### config.mk
export PLATFORM = sky130hd
export DESIGN_NAME = rv_hazard
export DESIGN_NICKNAME = d
export VERILOG_FILES = /design/src/rv_pkg.sv /design/src/rv_hazard.sv
export VERILOG_INCLUDE_DIRS = /design/src /design/src/src
export SDC_FILE = /design/constraint.sdc
export NUM_CORES = 1
export LEC_CHECK = 0
export BUFFER_PORTS_ARGS = -buffer_cell sky130_fd_sc_hd__buf_2
export CORE_AREA = 2 2 39 41
export DETAILED_ROUTE_END_ITERATION = 10
export DIE_AREA = 0 0 41 43
export PLACE_DENSITY = 0.75
export SLEW_MARGIN = 15
export SYNTH_ARGS = -nofsm -noshare
export SYNTH_HDL_FRONTEND = slang
export SYNTH_SLANG_ARGS = --single-unit
### constraint.sdc
create_clock -name vclk -period 2.7
set_input_delay 0.54 -clock vclk [all_inputs]
set_output_delay 0.54 -clock vclk [all_outputs]
set_load 0.02 [all_outputs]
### src/rv_cfg.svh
`ifndef RV_CFG_SVH
`define RV_CFG_SVH

`define XLEN       32
`define NUM_REGS   32
`define DMEM_WORDS 256

// RV32I major opcodes
`define OP_RTYPE  7'b0110011
`define OP_ITYPE  7'b0010011
`define OP_LOAD   7'b0000011
`define OP_STORE  7'b0100011
`define OP_BRANCH 7'b1100011
`define OP_JAL    7'b1101111

`endif
### src/rv_pkg.sv
`include "rv_cfg.svh"

package rv_pkg;

    typedef logic [`XLEN-1:0] word_t;
    typedef logic [$clog2(`NUM_REGS)-1:0] reg_addr_t;

    typedef enum logic [2:0] {
        ALU_ADD = 3'd0,
        ALU_SUB = 3'd1,
        ALU_AND = 3'd2,
        ALU_OR  = 3'd3,
        ALU_SLT = 3'd5
    } alu_op_e;

    typedef enum logic [1:0] {
        RES_ALU = 2'd0,
        RES_MEM = 2'd1,
        RES_PC4 = 2'd2
    } result_src_e;

    typedef enum logic [1:0] {
        IMM_I = 2'd0,
        IMM_S = 2'd1,
        IMM_B = 2'd2,
        IMM_J = 2'd3
    } imm_src_e;

    // Operand source for the execute stage
    typedef enum logic [1:0] {
        FWD_REG = 2'd0,
        FWD_WB  = 2'd1,
        FWD_MEM = 2'd2
    } fwd_sel_e;

endpackage

### src/rv_hazard.sv
`timescale 1ns/1ps

module rv_hazard
    import rv_pkg::*;
(
    input  reg_addr_t rs1_d,
    input  reg_addr_t rs2_d,
    input  reg_addr_t rs1_e,
    input  reg_addr_t rs2_e,
    input  reg_addr_t rd_e,
    input  logic      is_load_e,
    input  logic      redirect,
    input  reg_addr_t rd_m,
    input  logic      reg_write_m,
    input  logic      wb_valid,
    input  reg_addr_t wb_rd,
    output fwd_sel_e  fwd_a,
    output fwd_sel_e  fwd_b,
    output logic      stall_f,
    output logic      stall_d,
    output logic      flush_d,
    output logic      flush_e
);

    logic lw_stall;

    // Youngest producer wins
    function automatic fwd_sel_e pick_src(input reg_addr_t rs);
        if (reg_write_m && rd_m != '0 && rd_m == rs) begin
            return FWD_MEM;
        end
        if (wb_valid && wb_rd != '0 && wb_rd == rs) begin
            return FWD_WB;
        end
        return FWD_REG;
    endfunction

    always_comb begin
        fwd_a = pick_src(rs1_e);
        fwd_b = pick_src(rs2_e);
    end

    assign lw_stall = is_load_e && (rd_e != '0) && ((rd_e == rs1_d) || (rd_e == rs2_d));

    assign stall_f = lw_stall;
    assign stall_d = lw_stall;
    assign flush_d = redirect;
    assign flush_e = lw_stall | redirect; // Bubble into execute

endmodule

==> impl_metrics.tcl <==
set metrics [dict create \
    ant_nets 0 \
    setup_tns_ns 0 \
    timing.fmax_mhz 412 \
    crit_fanout 3 \
    die_x_um 41 \
    path_delay_family "simple AND/OR/NAND/NOR gates" \
    drcViolationCount 0 \
    synth.avg_cell_area_um2 7.88 \
    holdPathEnd "flush_d" \
    dr.pass1.iters 1 \
    comb_power_share 1.000 \
    synth_area_um2 418 \
    fin_crit_sh 0.900 \
    min_path_type "primary input to output port" \
    grt_pass1_vias 462 \
    num_antenna_cells 0 \
    drt_iter0_markers 0 \
    rows 14 \
    cts_resized 0 \
    nClkBuffers 0 \
    grt_max_degree 4 \
    worst_slew_pin_slew_ns 0.421 \
    n_fill_cell 140 \
    min_from "redirect" \
    p_int_uw 48.8 \
    synth_nets 92 \
    hpwl_mm 1.12 \
    die-area_mm2 0.00176 \
    stdcell_area_um2 658 \
    yosys_warnings 0 \
    worstPathCellList "buf_2, or4_1, o21ai_2, nor4_1, nor4_2, buf_2" \
    dr_total_vias 546 \
    ys_seq_area_frac 0 \
    wl_mm 1.20 \
    fin_nets 139 \
    hold_viol 0 \
    cp_num_buf_inv 2 \
    cts_hold_buf 0 \
    maxSlewViolCount 0 \
    power.density_mw_per_mm2 148 \
    power_leakage_uw 0.000333 \
    ys_types 14 \
    post_cts_buffers 0 \
    layout-drive-gt1-share 0.510 \
    wl_per_cell_um 10.5 \
    relSlewSlack 0.716 \
    grt_use_total 0.122 \
    core-area_mm2 0.00138 \
    rsz0062_at_grt "false" \
    crit_cells 6 \
    grt_overflow 0 \
    switchingPower_uw 48.5 \
    gp_congestion 0.793 \
    critPathMaxStageDelay_ns 0.53 \
    pwr-share-seq 0 \
    postSynthCellCount 53 \
    ir_drop_mv 0.0582 \
    fin_crit_ns 2.43 \
    grt_first_pass_wirelength_mm 1.55 \
    grt_antenna_before_repair 0 \
    dpl_cell_area_um2 658 \
    totalPowerFinal_uw 97.4 \
    die_h_um 43 \
    seq_cells 0 \
    worst-endpoint-arrival_ns 1.89 \
    clock_power_share 0 \
    path_class "primary input to output port" \
    ios 47 \
    start_util 0.302 \
    synthToLayoutAreaGrowth_pct 57.5 \
    status "finished, final reports clean" \
    max-cap-violations 0 \
    path_common_cell "buf_2" \
    cp.required_ns 2.16 \
    holdPathStages 2 \
    cp_slowest_cell "or4_1" \
    multi_input_area_um2 403 \
    endpoint_kind "output port" \
    vias_per_cell 4.79 \
    seqCellArea_um2 0 \
    setup_viol 0 \
    worst_setup_path_start_kind "primary input" \
    switching_share 0.499 \
    port_buffers 47 \
]
## cell usage after synthesis
master,count,area share
nor4_2,2,0.060
or4_1,5,0.090
o21ai_0,1,0.012
xor2_1,24,0.50
nor2_1,3,0.027
o21ai_2,1,0.021
o21ai_1,1,0.012
buf_4,2,0.036
o21bai_1,1,0.018
a22oi_1,1,0.018
nor3_1,2,0.024
nand3_1,2,0.024
nor4_1,2,0.030
xnor2_1,6,0.13
## cells in the final DEF, fill, tap and decap left out, types with 2 or more instances in the layout
| master | synthesis | routed |
|---|---|---|
| nor4_2 | 2 | 2 |
| xnor2_1 | 6 | 6 |
| nor3_1 | 2 | 2 |
| nand3_1 | 2 | 2 |
| xor2_1 | 24 | 24 |
| nor4_1 | 2 | 2 |
| buf_2 | 0 | 47 |
| nor2_1 | 3 | 3 |
| or4_1 | 5 | 5 |
## power by group through the flow
| stage | sequential (µW) | combinational, µW | clock (µW) |
|---|---|---|---|
| 2_1_floorplan | 0 | 48.0 | 0 |
| 3_3_place_gp | 0 | 96.2 | 0 |
| 3_5_place_dp | 0 | 97.7 | 0 |
| 4_1_cts | 0 | 98.3 | 0 |
| 5_1_grt | 0 | 107 | 0 |
| 6_report | 0 | 97.4 | 0 |
## routing by layer
metal,track usage,part of all wire
met1,0.0949,0.35
met2,0.284,0.51
met4,0,0
met3,0.00524,0.14
met5,0,0
## worst max-delay path by stage
stage | startpoint | endpoint
after global placement | rd_m[1] | fwd_b[0]
after detailed placement | rd_m[1] | fwd_a[0]
after floorplan | rd_m[1] | fwd_a[0]
final | rd_m[1] | fwd_a[0]
after CTS | rd_m[1] | fwd_a[0]
after global routing | rd_m[1] | fwd_a[0]
## logic make-up (layout without fill, tap and decap cells)
group | count (synthesis) | in the layout | share of synthesized area
buffers and inverters | 2 | 47 | 0.0359
AOI/OAI and AO/OA | 5 | 5 | 0.0808
and+or+nand+nor | 16 | 16 | 0.254
xor gates and xnor gates | 30 | 30 | 0.629
## stage by stage
| step | std cells | setup slack, ns | utilization | hold slack (ns) |
|---|---|---|---|---|
| 4_1_cts | 114 | 0.275 | 0.476 | 1.31 |
| 2_1_floorplan | 53 | 0.272 | - | 1.19 |
| 5_1_grt | 114 | 0.194 | 0.476 | 1.34 |
| 3_3_place_gp | 114 | 0.312 | 0.476 | 1.31 |
| 6_report | 114 | 0.271 | 0.476 | 1.31 |
| 3_5_place_dp | 114 | 0.276 | 0.476 | 1.31 |
## layout make-up
cell class,count,share of cell area
well taps,16,0.0304
multi-input cells,51,0.612
repair buffers,47,0.357
(Power assumes the default switching activity.)
