### config.mk
export PLATFORM = sky130hd
export DESIGN_NAME = rv_fetch
export DESIGN_NICKNAME = d
export VERILOG_FILES = /design/src/rv_pkg.sv /design/src/rv_fetch.sv
export VERILOG_INCLUDE_DIRS = /design/src /design/src/src
export SDC_FILE = /design/constraint.sdc
export NUM_CORES = 1
export LEC_CHECK = 0
export ABC_AREA = 0
export BUFFER_PORTS_ARGS = -buffer_cell sky130_fd_sc_hd__buf_2
export CELL_PAD_IN_SITES_DETAIL_PLACEMENT = 2
export CELL_PAD_IN_SITES_GLOBAL_PLACEMENT = 2
export CORE_UTILIZATION = 31
export DETAILED_ROUTE_END_ITERATION = 8
export GPL_TIMING_DRIVEN = 1
export PLACE_DENSITY = 0.91
export SYNTH_ARGS = -nofsm -noshare
export SYNTH_HDL_FRONTEND = slang
export SYNTH_SLANG_ARGS = --single-unit
### constraint.sdc
create_clock -name clk -period 2.47 [get_ports clk]
set_input_delay 0.494 -clock clk [delete_from_list [all_inputs] [get_ports clk]]
set_output_delay 0.494 -clock clk [all_outputs]
set_load 0.005 [all_outputs]
### src/rv_cfg.svh
`ifndef RV_CFG_SVH
`define RV_CFG_SVH

`define XLEN       32
`define NUM_REGS   32
`define DMEM_WORDS 256

// RV32I major opcodes
`define OP_RTYPE  7'b0110011
`define OP_ITYPE  7'b0010011
`define OP_LOAD   7'b0000011
`define OP_STORE  7'b0100011
`define OP_BRANCH 7'b1100011
`define OP_JAL    7'b1101111

`endif
### src/rv_pkg.sv
`include "rv_cfg.svh"

package rv_pkg;

    typedef logic [`XLEN-1:0] word_t;
    typedef logic [$clog2(`NUM_REGS)-1:0] reg_addr_t;

    typedef enum logic [2:0] {
        ALU_ADD = 3'd0,
        ALU_SUB = 3'd1,
        ALU_AND = 3'd2,
        ALU_OR  = 3'd3,
        ALU_SLT = 3'd5
    } alu_op_e;

    typedef enum logic [1:0] {
        RES_ALU = 2'd0,
        RES_MEM = 2'd1,
        RES_PC4 = 2'd2
    } result_src_e;

    typedef enum logic [1:0] {
        IMM_I = 2'd0,
        IMM_S = 2'd1,
        IMM_B = 2'd2,
        IMM_J = 2'd3
    } imm_src_e;

    // Operand source for the execute stage
    typedef enum logic [1:0] {
        FWD_REG = 2'd0,
        FWD_WB  = 2'd1,
        FWD_MEM = 2'd2
    } fwd_sel_e;

endpackage

### src/rv_fetch.sv
`timescale 1ns/1ps
`include "rv_cfg.svh"

module rv_fetch
    import rv_pkg::*;
(
    input  logic  clk,
    input  logic  rst,
    input  logic  stall_f,
    input  logic  stall_d,
    input  logic  flush_d,
    input  logic  redirect,
    input  word_t target,
    output word_t imem_addr,
    input  word_t imem_data,
    output word_t instr_d,
    output word_t pc_d,
    output word_t pc4_d
);

    localparam word_t NOP = {12'd0, 5'd0, 3'd0, 5'd0, `OP_ITYPE}; // addi x0, x0, 0

    word_t pc;
    word_t pc4;

    assign pc4       = pc + word_t'(4);
    assign imem_addr = pc;

    always_ff @(posedge clk or posedge rst) begin
        if (rst) begin
            pc <= '0;
        end else if (redirect) begin
            pc <= target;
        end else if (!stall_f) begin
            pc <= pc4;
        end
    end

    always_ff @(posedge clk or posedge rst) begin
        if (rst) begin
            instr_d <= NOP;
        end else if (flush_d) begin
            instr_d <= NOP; // Wrong-path slot
        end else if (!stall_d) begin
            instr_d <= imem_data;
        end
    end

    always_ff @(posedge clk) begin
        if (!stall_d) begin
            pc_d  <= pc;
            pc4_d <= pc4;
        end
    end

endmodule

==> results.toml <==
[outcome]
status = "complete, no violations"

[drt]
wire_per_inst_microns = 20.59
drc = 0
dr.pass1.iters = 4
wl_microns = 18590
vias_per_cell = 4.976
drtIter0Drc = 254
vias = 4493
antenna_left = 0

[placement]
dpl.hpwl_microns = 13340
gp_congestion = 0.8060
io_buffers = 197

[global_routing]
grt_max_degree = 63
grt_pass1_wl_microns = 29100
grt_use_total_pct = 21.42
antenna_found_initial = 0
grt_pass1_vias = 4992
grt_overflow = 0

[timing]
fin_crit_ns = 2.325
min_period_over_period_pct = 94.15
hold_violations = 0
slew_headroom_pct = 44.89
finalSetupTns_ns = 0
setup_viol = 0
timing.hold.ws_ns = 0.2203
tightest_slew_ns = 0.8258
drv_slew = 0
rsz0062_at_grt = "no"
clock_skew_ns = 0.007996
timing.fmax_ghz = 0.4300

[power]
switching_share_pct = 26.10
powerDensity_mw_per_mm2 = 763.0
clkPwrFrac_pct = 43.5
p_sw_mw = 1.479
intPower_mw = 4.186
seqPwrFrac_pct = 44.9
power_mw = 5.665
p_leak_nw = 3.313
p_comb_share_pct = 11.6
vdd_drop_max_mv = 0.4577

[worst_setup_path]
cp_slowest_cell = "or3_1"
cp.required_ns = 2.79
critPathKind = "reg2reg"
r2r-start = "imem_addr[5]$_DFFE_PP0N_"
critPathArrivalTime_ns = 2.65
crit_fanout = 9
worstPathCellList = "nand4_2, or3_1, or4_1, a31oi_1"
endpoint_kind = "flip-flop"
startpoint_type = "flip-flop"
slowest_delay_ns = 0.61
crit_start = "imem_addr[5]$_DFFE_PP0N_"

[floorplanning]
initial_utilization_pct = 31.75
fp.dieH_microns = 135.3
ioPinCount = 198
dieWidth_microns = 135.3
core-area_sq_mm = 0.01736
dieArea_sq_mm = 0.01832
rows = 48

[synth]
synth-seq-area-share_pct = 62.91
synth.avg_cell_area_sq_um = 11.98
synth_warnings = 0
synth.distinct_cells = 39
syn-num-nets = 531
syn-cell-area_sq_mm = 0.005512
syn-instance-count = 460
ys_ff_latch = 126

[final_layout]
drive_gt1_share_pct = 39.38
final_nets = 736
num_antenna_cells = 0
n_fill_cell = 1827
syn2layout_area_growth_pct = 34.71

[worst_hold_path]
worstHoldPathType = "in2async"

[clock_tree]
clk_pin_slew_worst_paths_ns = 0.06
hold_buffers = 0
cts.path.max_buffers = 2
htreeDepth = 4
cts_tree = "yes"
clock-sinks = 126
clk_latency_ns = 0.43
root_buffer = "clkbuf_16"
cts_buffers = 17

[run]
maxCapViolations = 0
-- cell families (layout without fill, tap and decap cells) --
kind of cell    count (synthesis)  in the layout  share of synthesized area [%]
fa+ha+maj                       1              1                         0.2270
compound gates                 43             43                          5.199
flops                         126            126                          62.91
mux                            32             32                          5.857
xor+xnor                       39             39                          6.198
buf+inv                        43            261                          3.451
simple gates                  176            176                          16.16
-- cell usage after synthesis (all sizes together) --
library cell | n | area [sq um]
and4 | 2 | 17.52
xor2 | 12 | 105.1
nand4b | 1 | 8.760
or4b | 3 | 30.03
nor2 | 57 | 214.0
and3 | 1 | 6.260
a311o | 3 | 30.03
inv | 10 | 37.54
nor3 | 2 | 10.01
mux2 | 2 | 22.52
and2 | 2 | 12.51
xnor2 | 27 | 236.5
clkbuf | 18 | 67.56
nor4 | 10 | 62.56
o31ai | 6 | 45.04
nand3b | 1 | 7.510
nor2b | 4 | 25.02
nand2 | 35 | 133.9
or3 | 7 | 43.79
nand3 | 20 | 100.1
dfstp | 3 | 78.83
a31oi | 10 | 62.56
or4 | 10 | 75.07
a211o | 5 | 43.79
o211ai | 1 | 7.510
dfrtp | 61 | 1526
o311ai | 2 | 17.52
nand4 | 19 | 131.4
ha | 1 | 12.51
or2 | 2 | 12.51
o21ai | 16 | 80.08
mux2i | 30 | 300.3
edfxtp | 62 | 1862
buf | 15 | 85.09
-- power groups by stage --
stage / Combinational (mW) / Sequential (mW) / Clock, mW
2_1_floorplan: 0.296 / 2.56 / 0
3_3_place_gp: 0.629 / 2.56 / 0
3_5_place_dp: 0.659 / 2.58 / 0
4_1_cts: 0.670 / 2.55 / 2.52
5_1_grt: 0.726 / 2.57 / 2.60
6_report: 0.656 / 2.55 / 2.46
-- timing repair --
action | CTS | global route
resized for setup | 0 | 3
setup endpoints to repair | 0 | 3
buffers inserted | 0 | 0
-- flip-flops by register name, indices dropped and copies added (netlist names) --
signal	flops
imem_addr	32
instr_d	32
pc_d	32
pc4_d	30
-- layout by cell type, fill, tap and decap left out, types with 3 or more instances in the layout --
cell type,n
a211o_1,5
a311o_1,3
a31oi_1,10
buf_2,197
buf_4,20
clkbuf_16,20
clkinv_4,3
dfrtp_1,60
dfstp_2,3
edfxtp_1,62
inv_1,8
inv_4,4
mux2i_1,30
nand2_1,34
nand3_1,20
nand4_1,17
nor2_1,57
nor2b_1,4
nor4_1,8
o21ai_0,16
o31ai_1,6
or3_1,7
or4_1,10
xnor2_1,27
xor2_1,12
-- layer usage --
metal | part of all wire [%] | up-vias | global-route usage (%)
met3 | 5.4 | 33 | 5.200
li1 | - | 2069 | -
met1 | 42 | 2226 | 25.97
met2 | 50 | 165 | 36.18
met4 | 2.7 | 0 | 9.176
met5 | 0 | - | 0
-- through the flow --
| stage | cells | setup WS (ns) | cell area (sq um) | utilization (%) |
|---|---|---|---|---|
| 6_report | 903 | 0.1446 | 7425 | 42.78 |
| 5_1_grt | 903 | 0.009033 | 7425 | 42.78 |
| 4_1_cts | 903 | 0.08447 | 7415 | 42.72 |
| 3_5_place_dp | 871 | 0.1933 | 6827 | 39.33 |
| 3_3_place_gp | 871 | 0.3047 | 6827 | 39.33 |
| 2_1_floorplan | 460 | 0.05508 | 5517 | - |
-- cell type report --
type / instances / area, sq um / share of cell area (%)
Inverter: 10 / 41.29 / 0.5561
Multi-Input combinational cell: 291 / 1869 / 25.18
Timing Repair Buffer: 219 / 1176 / 15.84
Tap cell: 225 / 281.5 / 3.792
Clock inverter: 10 / 70.07 / 0.9437
Sequential cell: 126 / 3468 / 46.71
Clock buffer: 22 / 518.0 / 6.977
-- worst paths after layout --
check | cells after the start | slack, ns | endpoint
max | 4 | 0.14 | imem_addr[27]$_DFFE_PP0N_
min | 2 | 0.22 | instr_d[3]$_DFFE_PP0P_
max reg2reg | 4 | 0.14 | imem_addr[27]$_DFFE_PP0N_
min reg2reg | 0 | 0.48 | pc_d[1]$_DFFE_PN_
max in group asynchronous | 3 | 1.59 | imem_addr[4]$_DFFE_PP0N_
min in group clk | 3 | 0.28 | imem_addr[28]$_DFFE_PP0N_
-- critical path: cells and delay by family, from the launching register on --
family	cells	cell delay [ns]
DFF	1	0.53
and+or+nand+nor	3	1.45
AOI/OAI and AO/OA	1	0.25
(Power assumes the default switching activity.)
