### src/rv_cfg.svh
`ifndef RV_CFG_SVH
`define RV_CFG_SVH

`define XLEN       32
`define NUM_REGS   32
`define DMEM_WORDS 256

// RV32I major opcodes
`define OP_RTYPE  7'b0110011
`define OP_ITYPE  7'b0010011
`define OP_LOAD   7'b0000011
`define OP_STORE  7'b0100011
`define OP_BRANCH 7'b1100011
`define OP_JAL    7'b1101111

`endif
### src/rv_pkg.sv
`include "rv_cfg.svh"

package rv_pkg;

    typedef logic [`XLEN-1:0] word_t;
    typedef logic [$clog2(`NUM_REGS)-1:0] reg_addr_t;

    typedef enum logic [2:0] {
        ALU_ADD = 3'd0,
        ALU_SUB = 3'd1,
        ALU_AND = 3'd2,
        ALU_OR  = 3'd3,
        ALU_SLT = 3'd5
    } alu_op_e;

    typedef enum logic [1:0] {
        RES_ALU = 2'd0,
        RES_MEM = 2'd1,
        RES_PC4 = 2'd2
    } result_src_e;

    typedef enum logic [1:0] {
        IMM_I = 2'd0,
        IMM_S = 2'd1,
        IMM_B = 2'd2,
        IMM_J = 2'd3
    } imm_src_e;

    // Operand source for the execute stage
    typedef enum logic [1:0] {
        FWD_REG = 2'd0,
        FWD_WB  = 2'd1,
        FWD_MEM = 2'd2
    } fwd_sel_e;

endpackage

### src/rv_execute.sv
`timescale 1ns/1ps

module rv_execute
    import rv_pkg::*;
(
    input  logic                clk,
    input  logic                rst,
    input  logic                reg_write_e,
    input  logic                mem_write_e,
    input  logic                branch_e,
    input  logic                jump_e,
    input  logic                alu_src_e,
    input  rv_pkg::result_src_e result_src_e,
    input  rv_pkg::alu_op_e     alu_op_e,
    input  word_t               rd1_e,
    input  word_t               rd2_e,
    input  word_t               imm_e,
    input  word_t               pc_e,
    input  word_t               pc4_e,
    input  reg_addr_t           rd_e,
    input  fwd_sel_e            fwd_a,
    input  fwd_sel_e            fwd_b,
    input  word_t               wb_data,
    output logic                redirect,
    output word_t               target,
    output logic                is_load_e,
    output word_t               alu_m,
    output word_t               store_data_m,
    output reg_addr_t           rd_m,
    output logic                reg_write_m,
    output logic                mem_write_m,
    output rv_pkg::result_src_e result_src_m,
    output word_t               pc4_m
);

    word_t src_a;
    word_t src_b_reg;
    word_t src_b;
    word_t alu_y;
    logic  zero;

    // alu_m is the registered result of the instruction now in memory
    function automatic word_t fwd_mux(input fwd_sel_e sel, input word_t reg_val);
        case (sel)
            FWD_MEM: return alu_m;
            FWD_WB:  return wb_data;
            default: return reg_val;
        endcase
    endfunction

    always_comb begin
        src_a     = fwd_mux(fwd_a, rd1_e);
        src_b_reg = fwd_mux(fwd_b, rd2_e);
        src_b     = alu_src_e ? imm_e : src_b_reg;
    end

    always_comb begin
        case (alu_op_e)
            ALU_SUB: alu_y = src_a - src_b;
            ALU_AND: alu_y = src_a & src_b;
            ALU_OR:  alu_y = src_a | src_b;
            ALU_SLT: alu_y = word_t'($signed(src_a) < $signed(src_b));
            default: alu_y = src_a + src_b;
        endcase
    end

    assign zero      = (alu_y == '0);
    assign redirect  = jump_e | (branch_e & zero);
    assign target    = pc_e + imm_e;
    assign is_load_e = (result_src_e == RES_MEM);

    always_ff @(posedge clk or posedge rst) begin
        if (rst) begin
            reg_write_m  <= 1'b0;
            mem_write_m  <= 1'b0;
            result_src_m <= RES_ALU;
        end else begin
            reg_write_m  <= reg_write_e;
            mem_write_m  <= mem_write_e;
            result_src_m <= result_src_e;
        end
    end

    always_ff @(posedge clk) begin
        alu_m        <= alu_y;
        store_data_m <= src_b_reg; // Forwarded rs2 for SW
        rd_m         <= rd_e;
        pc4_m        <= pc4_e;
    end

endmodule

### config.mk
export PLATFORM = sky130hd
export DESIGN_NAME = rv_execute
export DESIGN_NICKNAME = d
export VERILOG_FILES = /design/src/rv_pkg.sv /design/src/rv_execute.sv
export VERILOG_INCLUDE_DIRS = /design/src /design/src/src
export SDC_FILE = /design/constraint.sdc
export NUM_CORES = 1
export LEC_CHECK = 0
export ABC_AREA = 1
export BUFFER_PORTS_ARGS = -buffer_cell sky130_fd_sc_hd__clkbuf_2
export CORE_ASPECT_RATIO = 1.5
export CORE_MARGIN = 3
export CORE_UTILIZATION = 40
export CTS_BUF_LIST = sky130_fd_sc_hd__clkbuf_4 sky130_fd_sc_hd__clkbuf_8 sky130_fd_sc_hd__clkbuf_16
export DETAILED_ROUTE_END_ITERATION = 12
export PLACE_DENSITY = 0.62
export SYNTH_ARGS = -nofsm -noshare
export SYNTH_HDL_FRONTEND = slang
export SYNTH_SLANG_ARGS = --single-unit
### constraint.sdc
create_clock -name clk -period 4.9 [get_ports clk]
set_clock_uncertainty 0.1 [all_clocks]
set_input_delay 0 -clock clk [delete_from_list [all_inputs] [get_ports clk]]
set_output_delay 0 -clock clk [all_outputs]
set_load 0.05 [all_outputs]
==> reports/metrics.cfg <==
[clock_network]
cts_setup_buffers=0
clock_latency_ns=0.38
cts_tree=yes
clock-root-buffer=clkbuf_16
cts_inserted_buffers=9
path_clk_slew_ns=0.07
clk_path_buf_depth=2
cts.sinks=105
htreeDepth=3
cts_resized=0

[detailed_routing]
drt-initial-drc-count=1062
via_per_inst=5.40
ant_nets=0
routed_wirelength_mm=59.1
drt-pass1-iter-count=6
drcViolationCount=0
dr_total_vias=14800
avgRoutedWirePerCell_um=21.5

[worst_setup_path]
path_class=in -> out
crit_fanout=23
cp_cell_sequence=clkbuf_2 > inv_1 > ha_1 > inv_1 > buf_4 > o21ai_0 > o21ai_0 > ha_1 > nand2_1 > nor2_1 > inv_1 > nor3_1 > nand3_1 > nand2_1 > nand2_1 > nand3_1 > nand3_1 > nor2_1 > nand3_1 > o21bai_2 > buf_12
cp_common_cell=nand3_1
critPathLaunchType=input port
critPathRequiredTime_ns=4.80
max_stage_delay_ns=0.56
worst_ep_arrival_time_ns=4.50
critical-path-top-delay-family=simple AND/OR/NAND/NOR gates
crit_buf_inv=6
regToRegSetupSlack_ns=1.23
endpoint_kind=output pin
cp_slowest_cell=nor3_1

[synth]
yosys-top-cells-area=dfxtp_1 17%, nand2_1 15%, ha_1 14%
synth_fa_ha_area_share_pct=14.4
synth_top_area_share_pct=17.1
synth_seq_cells=105
netlist_area_um2=11800
synth_mux_area_share_pct=0
synth_edf_count=0
synth-seq-area-share_pct=18.0
synth_area_leader_cell=dfxtp_1
syn_avg_cell_area_um2=6.14
synth-compound-area-share_pct=19.3
syn_nets=2270
synth_ff_type=dfxtp_1
synth-xor-area-share_pct=2.37
synth_top_family_by_area=simple AND/OR/NAND/NOR gates
syn_inst=1923
ys_async_sr_fraction_pct=3.81
yosysWarnings=0
yosysUniqueCellTypes=55
yosys.area_share.simple_pct=32.2

[flow_run]
maxCapViolations=0

[global_route]
antenna_found_initial=5
grt_max_degree=48
grt_overflow=0
grt_pass1_wl_mm=86.7
grt_pass1_vias=14600
grtUsageTotal_pct=35.7

[power]
p_per_area_nw_per_um2=351
ir_drop_mv=0.206
power.leakage_uw=0.00853
p_total_uw=5360

[floorplanning]
dieArea_um2=31700
die_w_um=146
ioPinCount=352
die_h_um=216
core_um2=28900
start_util_pct=40.9
fp-row-count=76

[cells_and_area]
syn_to_final_growth_pct=29.2
fin_area_um2=15300
fin_util_pct=52.8
area.sequential_um2=2120
fillers=3088
nNetsFinal=2692
drive_gt1_share_pct=19.5
layout_commonest_cell=nand2_1
multi_input_area_um2=8060
final_cell_mix=457 x nand2_1, 350 x clkbuf_2, 335 x inv_1

[timing]
drv_slew=0
finalHoldViolations=0
max_slew.worst_pin.slew_ns=0.794
max_freq_ghz=0.218
grt_setup_unrepaired=no
fin_crit_sh_pct=93.8
setup_violations=0
slew_headroom_pct=46.6
whs_ns=0.0302
setup-tns-final_ns=0
final.min_clock_period_ns=4.60

[placement]
dp_hpwl_mm=50.0
dpl_cell_area_um2=13900
place_congestion=1.02
portBuffers=351

[outcome]
outcome=complete, no violations

[worst_hold_path]
hp-class=in -> reg

==> repair_timing <==
action                                 4_1_cts  5_1_grt
endpoints found under the hold margin       77        0
setup endpoints to repair                    0        0
hold buffers                               100        0
==> path summary, 6_finish.rpt <==
check | depth (start not counted) | endpoint | from
max reg2reg | 18 | alu_m[30] | alu_m[0]
min in group asynchronous | 4 | reg_write_m | rst
max in group asynchronous | 4 | result_src_m[1] | rst
max | 21 | redirect | fwd_b[0]
min | 4 | store_data_m[20] | wb_data[20]
min reg2reg | 3 | store_data_m[17] | alu_m[17]
==> layout make-up <==
cell class | instances | share of cell area, %
Multi-Input combinational cell | 1413 | 52.8
Timing Repair Buffer | 472 | 19.4
Sequential cell | 105 | 13.9
Inverter | 344 | 8.46
Tap cell | 390 | 3.20
Clock buffer | 10 | 1.64
Clock inverter | 6 | 0.492
Antenna cell | 5 | 0.0819
==> tightest hold or removal path: stages <==
cell,delay [ns]
clkbuf_2,0.10
a221o_1,0.17
o21ai_0,0.11
inv_1,0.07
==> kinds of logic (layout without fill, tap and decap cells) <==
logic type      Yosys count  after routing
compound gates          363            363
other cells               0              5
simple gates            884            884
fa+ha+maj               134            134
xor+xnor                 32             32
buf+inv                 405            832
flops                   105            105
==> report_power, final <==
group	switching [uW]	internal, uW	total (uW)
registers	99.1	987	1090
clock network	382	397	779
logic	2530	964	3500
==> registers in the layout, indices dropped and copies added, names as in the netlist <==
| name | flops |
|---|---|
| mem_write_m | 1 |
| store_data_m | 32 |
| rd_m | 5 |
| pc4_m | 32 |
| alu_m | 32 |
| result_src_m | 2 |
| reg_write_m | 1 |
==> Yosys cell counts, types with 2 or more instances <==
| master | instances |
|---|---|
| a221oi_1 | 3 |
| ha_1 | 131 |
| buf_2 | 7 |
| o21bai_1 | 12 |
| fa_1 | 3 |
| o21a_1 | 6 |
| a21o_1 | 5 |
| inv_1 | 335 |
| a21oi_1 | 115 |
| xor2_1 | 24 |
| nor3_1 | 23 |
| nand4_1 | 27 |
| xnor2_1 | 8 |
| o22ai_1 | 2 |
| inv_2 | 8 |
| a221o_1 | 62 |
| o21ai_1 | 2 |
| a21oi_2 | 2 |
| o21ai_0 | 130 |
| clkbuf_1 | 34 |
| nand3_1 | 142 |
| dfxtp_1 | 101 |
| nor2_2 | 12 |
| and2_1 | 2 |
| nor3_2 | 3 |
| or2_2 | 4 |
| buf_4 | 11 |
| nand3_2 | 8 |
| a21boi_1 | 2 |
| a31oi_1 | 7 |
| nand2_1 | 457 |
| nor4_1 | 3 |
| nor2_1 | 172 |
| o21ai_2 | 2 |
| a211oi_1 | 5 |
| nand2_2 | 26 |
| dfrtp_1 | 4 |
| buf_6 | 6 |
==> through the flow <==
| step | instances | setup WS [ns] |
|---|---|---|
| 5_1_grt | 2745 | 0.00209 |
| 4_1_cts | 2740 | 0.466 |
| 2_1_floorplan | 1923 | 1.28 |
| 3_3_place_gp | 2624 | 0.421 |
| 6_report | 2745 | 0.303 |
| 3_5_place_dp | 2624 | 0.460 |
==> metal layers <==
metal / global-route usage (%) / part of all wire, % / wire length (um)
met2: 63.8 / 49 / 29200
met4: 17.8 / 5.2 / 3070
met1: 40.9 / 38 / 22700
met3: 6.07 / 7.1 / 4200
met5: 0 / 0 / 0
Note: power is estimated with default switching activity, not from simulation.
