`config.mk`:
```
export PLATFORM = sky130hd
export DESIGN_NAME = rv_decode
export DESIGN_NICKNAME = d
export VERILOG_FILES = /design/src/rv_pkg.sv /design/src/rv_decode.sv /design/src/rv_regfile.sv
export VERILOG_INCLUDE_DIRS = /design/src /design/src/src
export SDC_FILE = /design/constraint.sdc
export NUM_CORES = 2
export LEC_CHECK = 0
export ABC_AREA = 1
export ABC_CLOCK_PERIOD_IN_PS = 58800
export BUFFER_PORTS_ARGS = -buffer_cell sky130_fd_sc_hd__buf_2
export CELL_PAD_IN_SITES_DETAIL_PLACEMENT = 1
export CELL_PAD_IN_SITES_GLOBAL_PLACEMENT = 1
export CORE_UTILIZATION = 48
export DETAILED_ROUTE_END_ITERATION = 6
export PLACE_DENSITY_LB_ADDON = 0.2
export SLEW_MARGIN = 10
export SYNTH_ARGS = -nofsm -noshare
export SYNTH_HDL_FRONTEND = slang
export SYNTH_SLANG_ARGS = --single-unit
```
`constraint.sdc`:
```
create_clock -name clk -period 58.8 [get_ports clk]
set_clock_uncertainty 0.05 [all_clocks]
set_input_delay 8.82 -clock clk [delete_from_list [all_inputs] [get_ports clk]]
set_output_delay 8.82 -clock clk [all_outputs]
set_load 0.005 [all_outputs]
```
`src/rv_cfg.svh`:
```
`ifndef RV_CFG_SVH
`define RV_CFG_SVH

`define XLEN       32
`define NUM_REGS   32
`define DMEM_WORDS 256

// RV32I major opcodes
`define OP_RTYPE  7'b0110011
`define OP_ITYPE  7'b0010011
`define OP_LOAD   7'b0000011
`define OP_STORE  7'b0100011
`define OP_BRANCH 7'b1100011
`define OP_JAL    7'b1101111

`endif
```
`src/rv_pkg.sv`:
```
`include "rv_cfg.svh"

package rv_pkg;

    typedef logic [`XLEN-1:0] word_t;
    typedef logic [$clog2(`NUM_REGS)-1:0] reg_addr_t;

    typedef enum logic [2:0] {
        ALU_ADD = 3'd0,
        ALU_SUB = 3'd1,
        ALU_AND = 3'd2,
        ALU_OR  = 3'd3,
        ALU_SLT = 3'd5
    } alu_op_e;

    typedef enum logic [1:0] {
        RES_ALU = 2'd0,
        RES_MEM = 2'd1,
        RES_PC4 = 2'd2
    } result_src_e;

    typedef enum logic [1:0] {
        IMM_I = 2'd0,
        IMM_S = 2'd1,
        IMM_B = 2'd2,
        IMM_J = 2'd3
    } imm_src_e;

    // Operand source for the execute stage
    typedef enum logic [1:0] {
        FWD_REG = 2'd0,
        FWD_WB  = 2'd1,
        FWD_MEM = 2'd2
    } fwd_sel_e;

endpackage

```
`src/rv_decode.sv`:
```
`timescale 1ns/1ps
`include "rv_cfg.svh"

module rv_decode
    import rv_pkg::*;
(
    input  logic                clk,
    input  logic                rst,
    input  logic                flush_e,
    input  word_t               instr_d,
    input  word_t               pc_d,
    input  word_t               pc4_d,
    input  logic                wb_valid,
    input  reg_addr_t           wb_rd,
    input  word_t               wb_data,
    output reg_addr_t           rs1_d,
    output reg_addr_t           rs2_d,
    output logic                reg_write_e,
    output logic                mem_write_e,
    output logic                branch_e,
    output logic                jump_e,
    output logic                alu_src_e,
    output rv_pkg::result_src_e result_src_e,
    output rv_pkg::alu_op_e     alu_op_e,
    output word_t               rd1_e,
    output word_t               rd2_e,
    output word_t               imm_e,
    output word_t               pc_e,
    output word_t               pc4_e,
    output reg_addr_t           rd_e,
    output reg_addr_t           rs1_e,
    output reg_addr_t           rs2_e
);

    logic [6:0]          opcode;
    logic [2:0]          funct3;
    logic                funct7_5;
    logic                reg_write;
    logic                mem_write;
    logic                branch;
    logic                jump;
    logic                alu_src;
    logic                alu_arith;
    rv_pkg::result_src_e result_src;
    rv_pkg::alu_op_e     alu_op;
    imm_src_e            imm_src;
    word_t               imm;
    word_t               rd1;
    word_t               rd2;

    assign opcode   = instr_d[6:0];
    assign funct3   = instr_d[14:12];
    assign funct7_5 = instr_d[30];
    assign rs1_d    = instr_d[19:15];
    assign rs2_d    = instr_d[24:20];

    rv_regfile u_regfile (
        .clk   (clk),
        .rst   (rst),
        .rs1   (rs1_d),
        .rs2   (rs2_d),
        .rd1   (rd1),
        .rd2   (rd2),
        .we    (wb_valid),
        .waddr (wb_rd),
        .wdata (wb_data)
    );

    always_comb begin
        reg_write  = 1'b0;
        mem_write  = 1'b0;
        branch     = 1'b0;
        jump       = 1'b0;
        alu_src    = 1'b0;
        alu_arith  = 1'b0;
        result_src = RES_ALU;
        imm_src    = IMM_I;
        case (opcode)
            `OP_RTYPE: begin
                reg_write = 1'b1;
                alu_arith = 1'b1;
            end
            `OP_ITYPE: begin
                reg_write = 1'b1;
                alu_src   = 1'b1;
                alu_arith = 1'b1;
            end
            `OP_LOAD: begin
                reg_write  = 1'b1;
                alu_src    = 1'b1;
                result_src = RES_MEM;
            end
            `OP_STORE: begin
                mem_write = 1'b1;
                alu_src   = 1'b1;
                imm_src   = IMM_S;
            end
            `OP_BRANCH: begin
                branch  = 1'b1;
                imm_src = IMM_B;
            end
            `OP_JAL: begin
                reg_write  = 1'b1;
                jump       = 1'b1;
                result_src = RES_PC4;
                imm_src    = IMM_J;
            end
            default: ; // Unknown opcode retires as a bubble
        endcase
    end

    always_comb begin
        alu_op = ALU_ADD; // Address calc for LW/SW
        if (branch) begin
            alu_op = ALU_SUB; // BEQ compares through zero
        end else if (alu_arith) begin
            case (funct3)
                3'b000:  alu_op = (opcode == `OP_RTYPE && funct7_5) ? ALU_SUB : ALU_ADD;
                3'b010:  alu_op = ALU_SLT;
                3'b110:  alu_op = ALU_OR;
                3'b111:  alu_op = ALU_AND;
                default: alu_op = ALU_ADD;
            endcase
        end
    end

    always_comb begin
        case (imm_src)
            IMM_S:   imm = {{20{instr_d[31]}}, instr_d[31:25], instr_d[11:7]};
            IMM_B:   imm = {{20{instr_d[31]}}, instr_d[7], instr_d[30:25], instr_d[11:8], 1'b0};
            IMM_J:   imm = {{12{instr_d[31]}}, instr_d[19:12], instr_d[20], instr_d[30:21], 1'b0};
            default: imm = {{20{instr_d[31]}}, instr_d[31:20]};
        endcase
    end

    always_ff @(posedge clk or posedge rst) begin
        if (rst) begin
            reg_write_e  <= 1'b0;
            mem_write_e  <= 1'b0;
            branch_e     <= 1'b0;
            jump_e       <= 1'b0;
            result_src_e <= RES_ALU;
        end else begin
            reg_write_e  <= reg_write & ~flush_e;
            mem_write_e  <= mem_write & ~flush_e;
            branch_e     <= branch & ~flush_e;
            jump_e       <= jump & ~flush_e;
            result_src_e <= flush_e ? RES_ALU : result_src; // Bubble is never a load
        end
    end

    always_ff @(posedge clk) begin
        alu_src_e <= alu_src;
        alu_op_e  <= alu_op;
        rd1_e     <= rd1;
        rd2_e     <= rd2;
        imm_e     <= imm;
        pc_e      <= pc_d;
        pc4_e     <= pc4_d;
        rd_e      <= instr_d[11:7];
        rs1_e     <= rs1_d;
        rs2_e     <= rs2_d;
    end

endmodule

```
`src/rv_regfile.sv`:
```
`timescale 1ns/1ps
`include "rv_cfg.svh"

module rv_regfile
    import rv_pkg::*;
(
    input  logic      clk,
    input  logic      rst,
    input  reg_addr_t rs1,
    input  reg_addr_t rs2,
    output word_t     rd1,
    output word_t     rd2,
    input  logic      we,
    input  reg_addr_t waddr,
    input  word_t     wdata
);

    word_t regs [`NUM_REGS];

    // x0 is hardwired, a write in flight bypasses the array
    function automatic word_t read_port(input reg_addr_t addr);
        if (addr == '0) begin
            return '0;
        end
        if (we && waddr == addr) begin
            return wdata;
        end
        return regs[addr];
    endfunction

    always_comb begin
        rd1 = read_port(rs1);
        rd2 = read_port(rs2);
    end

    always_ff @(posedge clk or posedge rst) begin
        if (rst) begin
            for (int i = 0; i < `NUM_REGS; i++) begin
                regs[i] <= '0;
            end
        end else if (we && waddr != '0) begin
            regs[waddr] <= wdata;
        end
    end

endmodule

```
==> metrics.md <==
| Metric | Value |
|---|---|
| WP data required | between 40 and 50 ns |
| GP Congestion | between 0.8 and 0.9 |
| Lkg Pwr | approximately 34 nW |
| Worst EP arrival | around 9.7 ns |
| Yosys cell types | 29 |
| Ys flop type | dfrtp_1 |
| Vias per cell | just over 6 |
| Mapped Cells | between 9,000 and 10,000 |
| Cell Rows | around 130 |
| GRT overflow | 0 |
| Placed Area | 0.0644 mm2 |
| Initial antenna violation count | 16 |
| CTS buffer count | around 140 |
| Starting Density | between 40% and 50% |
| Post-route ant nets | 0 |
| Status | finished, violations left |
| Power, Total | about 2.4 mW |
| Number of global-route vias before repair | 65,200 |
| Yosys reg bits | between 1,000 and 1,500 |
| Total track usage | approximately 40% |
| Seq. cell area | 0.0291 mm2 |
| Post-CTS Hold Fix Bufs | 0 |
| Sequential Power Share | between 40% and 50% |
| Largest net degree at the start of global routing | 177 |
| Internal | around 1.7 mW |
| P per Cell Area | 35.1 mW/mm2 |
| Post-CTS resize count | 0 |
| Yosys warns | 0 |
| Post-synth EDFFs | 0 |
| Comb pwr share | a little under a fifth |
| Finished Layout Cells | roughly 11,000 |
| Via count | ~65,000 |
| Post-CTS Setup Inserts | 0 |
| CTS H-tree depth | 4 |
| Core area | between 0.1 and 0.15 mm2 |
| Worst Tran Pin Value | ~1.2 ns |
| Dpl hpwl | between 150 and 200 mm |
| Psw | about 0.77 mW |
| Util after Layout | 53.5% |
| Final Hold Fails | 0 |
| Async set-or-reset flop fraction in the synthesized netlist | 86.0% |
| Syn avg cell area | between 6 and 7 um2 |
| FF-to-FF path depth | 8 |
| Routed wire length | roughly 270 mm |
| Setup WS pre-CTS | between 40 and 50 ns |
| Syn-to-layout area delta | 10.6% |
| Multi-input logic area | about 0.028 mm2 |
| Register area share after synthesis | roughly 47% |
| Port buffer count | about 330 |
| Setup TNS | 0 ns |
| Period minus WS final | around 19 ns |
| DRC violations left | 1 |
| Chip width | ~360 um |
| Final worst setup slack | 40.19 ns |
| Syn Nets | 9,170 |
| Slew margin rel. | ~18% |
| Hold depth | 0 |
| Kind of critical path | in -> out |
| Fillers | 16,700 |
| # clock sinks | 1,197 |
| Worst hold slack | about 0.33 ns |
| Post-layout nets | about 9,000 |
| Die area | 0.132 mm2 |
| Worst VDD drop | between 30 and 40 uV |
| First-pass GRT wire length | 400 mm |
| Clk buf depth | 3 |
| Failing checks | DRC |
| Dpl cells | between 10,000 and 15,000 |
| Worst-path clk slew | ~0.050 ns |
| Fin crit share | 31.7% |
| Design Area, Final | about 0.069 mm2 |
| Worst skew pair latency | a little under 0.8 ns |
| HP Class | reg -> reg |
| RSZ-0062 raised after global routing | no |
| Max Slew Vio Count | 0 |
| DRT Pass-1 Iters | 7 |
| Routed len/inst | approximately 25 um |
| Root buffer selected by CTS | clkbuf_16 |
| Setup crit start kind | input pin |
| Sw Ratio | 31.9% |
| CTS tree | yes |
| Worst setup EP type | output port |
| Fmax | about 0.054 GHz |
| Cell Area, Synth | between 0.06 and 0.07 mm2 |
| Maxcap violations | 0 |
| Chip height | around 360 um |
| I/O Pins | between 300 and 400 |
| Final setup fails | 0 |
| Layout cell share with drive strength beyond 1 | approximately 8% |
| Clock share of power | around 37% |
| Iter 0 DRT Violations | roughly 7,000 |
| CP max FO | 36 |
-- flip-flops by register name (all words and copies together), names as in the netlist --
| name | flops |
|---|---|
| rs2_e | 5 |
| branch_e | 1 |
| pc_e | 32 |
| imm_e | 21 |
| alu_op_e | 3 |
| rd1_e | 32 |
| alu_src_e | 1 |
| rd_e | 5 |
| u_regfile.regs | 1024 |
| reg_write_e | 1 |
| pc4_e | 32 |
| mem_write_e | 1 |
| rs1_e | 5 |
| jump_e | 1 |
| result_src_e | 1 |
| rd2_e | 32 |
-- power groups by stage --
stage,registers (mW),clock network [mW],logic [mW]
3_5_place_dp,1.06,0,0.452
4_1_cts,1.05,0.913,0.458
6_report,1.05,0.905,0.467
5_1_grt,1.07,0.941,0.526
3_3_place_gp,1.05,0,0.426
2_1_floorplan,1.04,0,0.315
-- kinds of logic (layout without fill, tap and decap cells) --
family,Yosys count,count (layout),share of synthesized area [%]
DFF,1197,1197,46.6
other,0,4,0
xor gates and xnor gates,2,2,0.0280
AOI/OAI and AO/OA,1536,1536,12.9
and+or+nand+nor,4838,4838,31.4
buffers and inverters,1460,1392,9.10
-- critical path: stages --
cell	delay, ns
buf_2	0.08
buf_4	0.61
buf_2	0.24
-- per-layer routing --
| layer | vias to the layer above | GRT usage (%) | routed length, um |
|---|---|---|---|
| met3 | 824 | 10.1 | 28600 |
| met2 | 3246 | 62.3 | 117000 |
| met4 | 18 | 18.3 | 12800 |
| met5 | - | 0 | 126 |
| li1 | 28300 | - | - |
| met1 | 32400 | 52.6 | 107000 |
-- synth_stat cells, types with 22 or more instances --
cell type,count,share of area (%)
o211ai_1,126,1.5
inv_1,686,4.1
clkbuf_1,589,3.5
o21bai_1,32,0.38
o21ai_1,22,0.18
buf_1,56,0.34
a21oi_1,145,1.2
nand2_1,3254,20
nor2_1,458,2.7
dfxtp_1,168,5.4
o21ai_0,1203,9.6
buf_2,100,0.80
nand3_1,1103,8.8
buf_4,22,0.26
dfrtp_1,1029,41
-- path summary, 6_finish.rpt --
path | endpoint | startpoint | slack (ns)
max | rs1_d[4] | instr_d[19] | 40.19
min | u_regfile.regs[998]$_DFFE_PP0P_ | u_regfile.regs[998]$_DFFE_PP0P_ | 0.33
max reg2reg | rd2_e[1]$_SDFF_PN0_ | u_regfile.regs[353]$_DFFE_PP0P_ | 56.82
min reg2reg | u_regfile.regs[998]$_DFFE_PP0P_ | u_regfile.regs[998]$_DFFE_PP0P_ | 0.33
max in group asynchronous | u_regfile.regs[612]$_DFFE_PP0P_ | rst | 47.41
min in group asynchronous | u_regfile.regs[1019]$_DFFE_PP0P_ | rst | 8.22
-- cells in the final DEF (no fill, tap or decap), types with 4 or more instances in the layout --
master / n
dfrtp_1: 1029
o21ai_0: 1203
diode_2: 4
clkbuf_8: 34
buf_12: 4
buf_2: 323
inv_1: 681
nor2_4: 6
nand2_2: 30
bufinv_16: 5
clkinv_2: 15
inv_2: 5
nor2_1: 452
nand3_1: 1102
a21oi_1: 145
o21bai_1: 32
clkbuf_16: 154
o21ai_1: 22
inv_8: 5
nor3_1: 9
o211ai_1: 126
dfxtp_1: 168
clkbuf_1: 48
buf_4: 108
o22ai_1: 6
nand2_1: 3228
-- area by class of cell --
cell class                      count  share of cell area (%)
Sequential cell                  1197                    42.1
Multi-Input combinational cell   6376                    40.3
Clock buffer                      235                    6.49
Inverter                          693                    3.82
Timing Repair Buffer              439                    3.71
Tap cell                         1742                    3.15
Clock inverter                     25                   0.398
Antenna cell                        4                  0.0145
No activity file was read; power rests on OpenSTA's default activity.
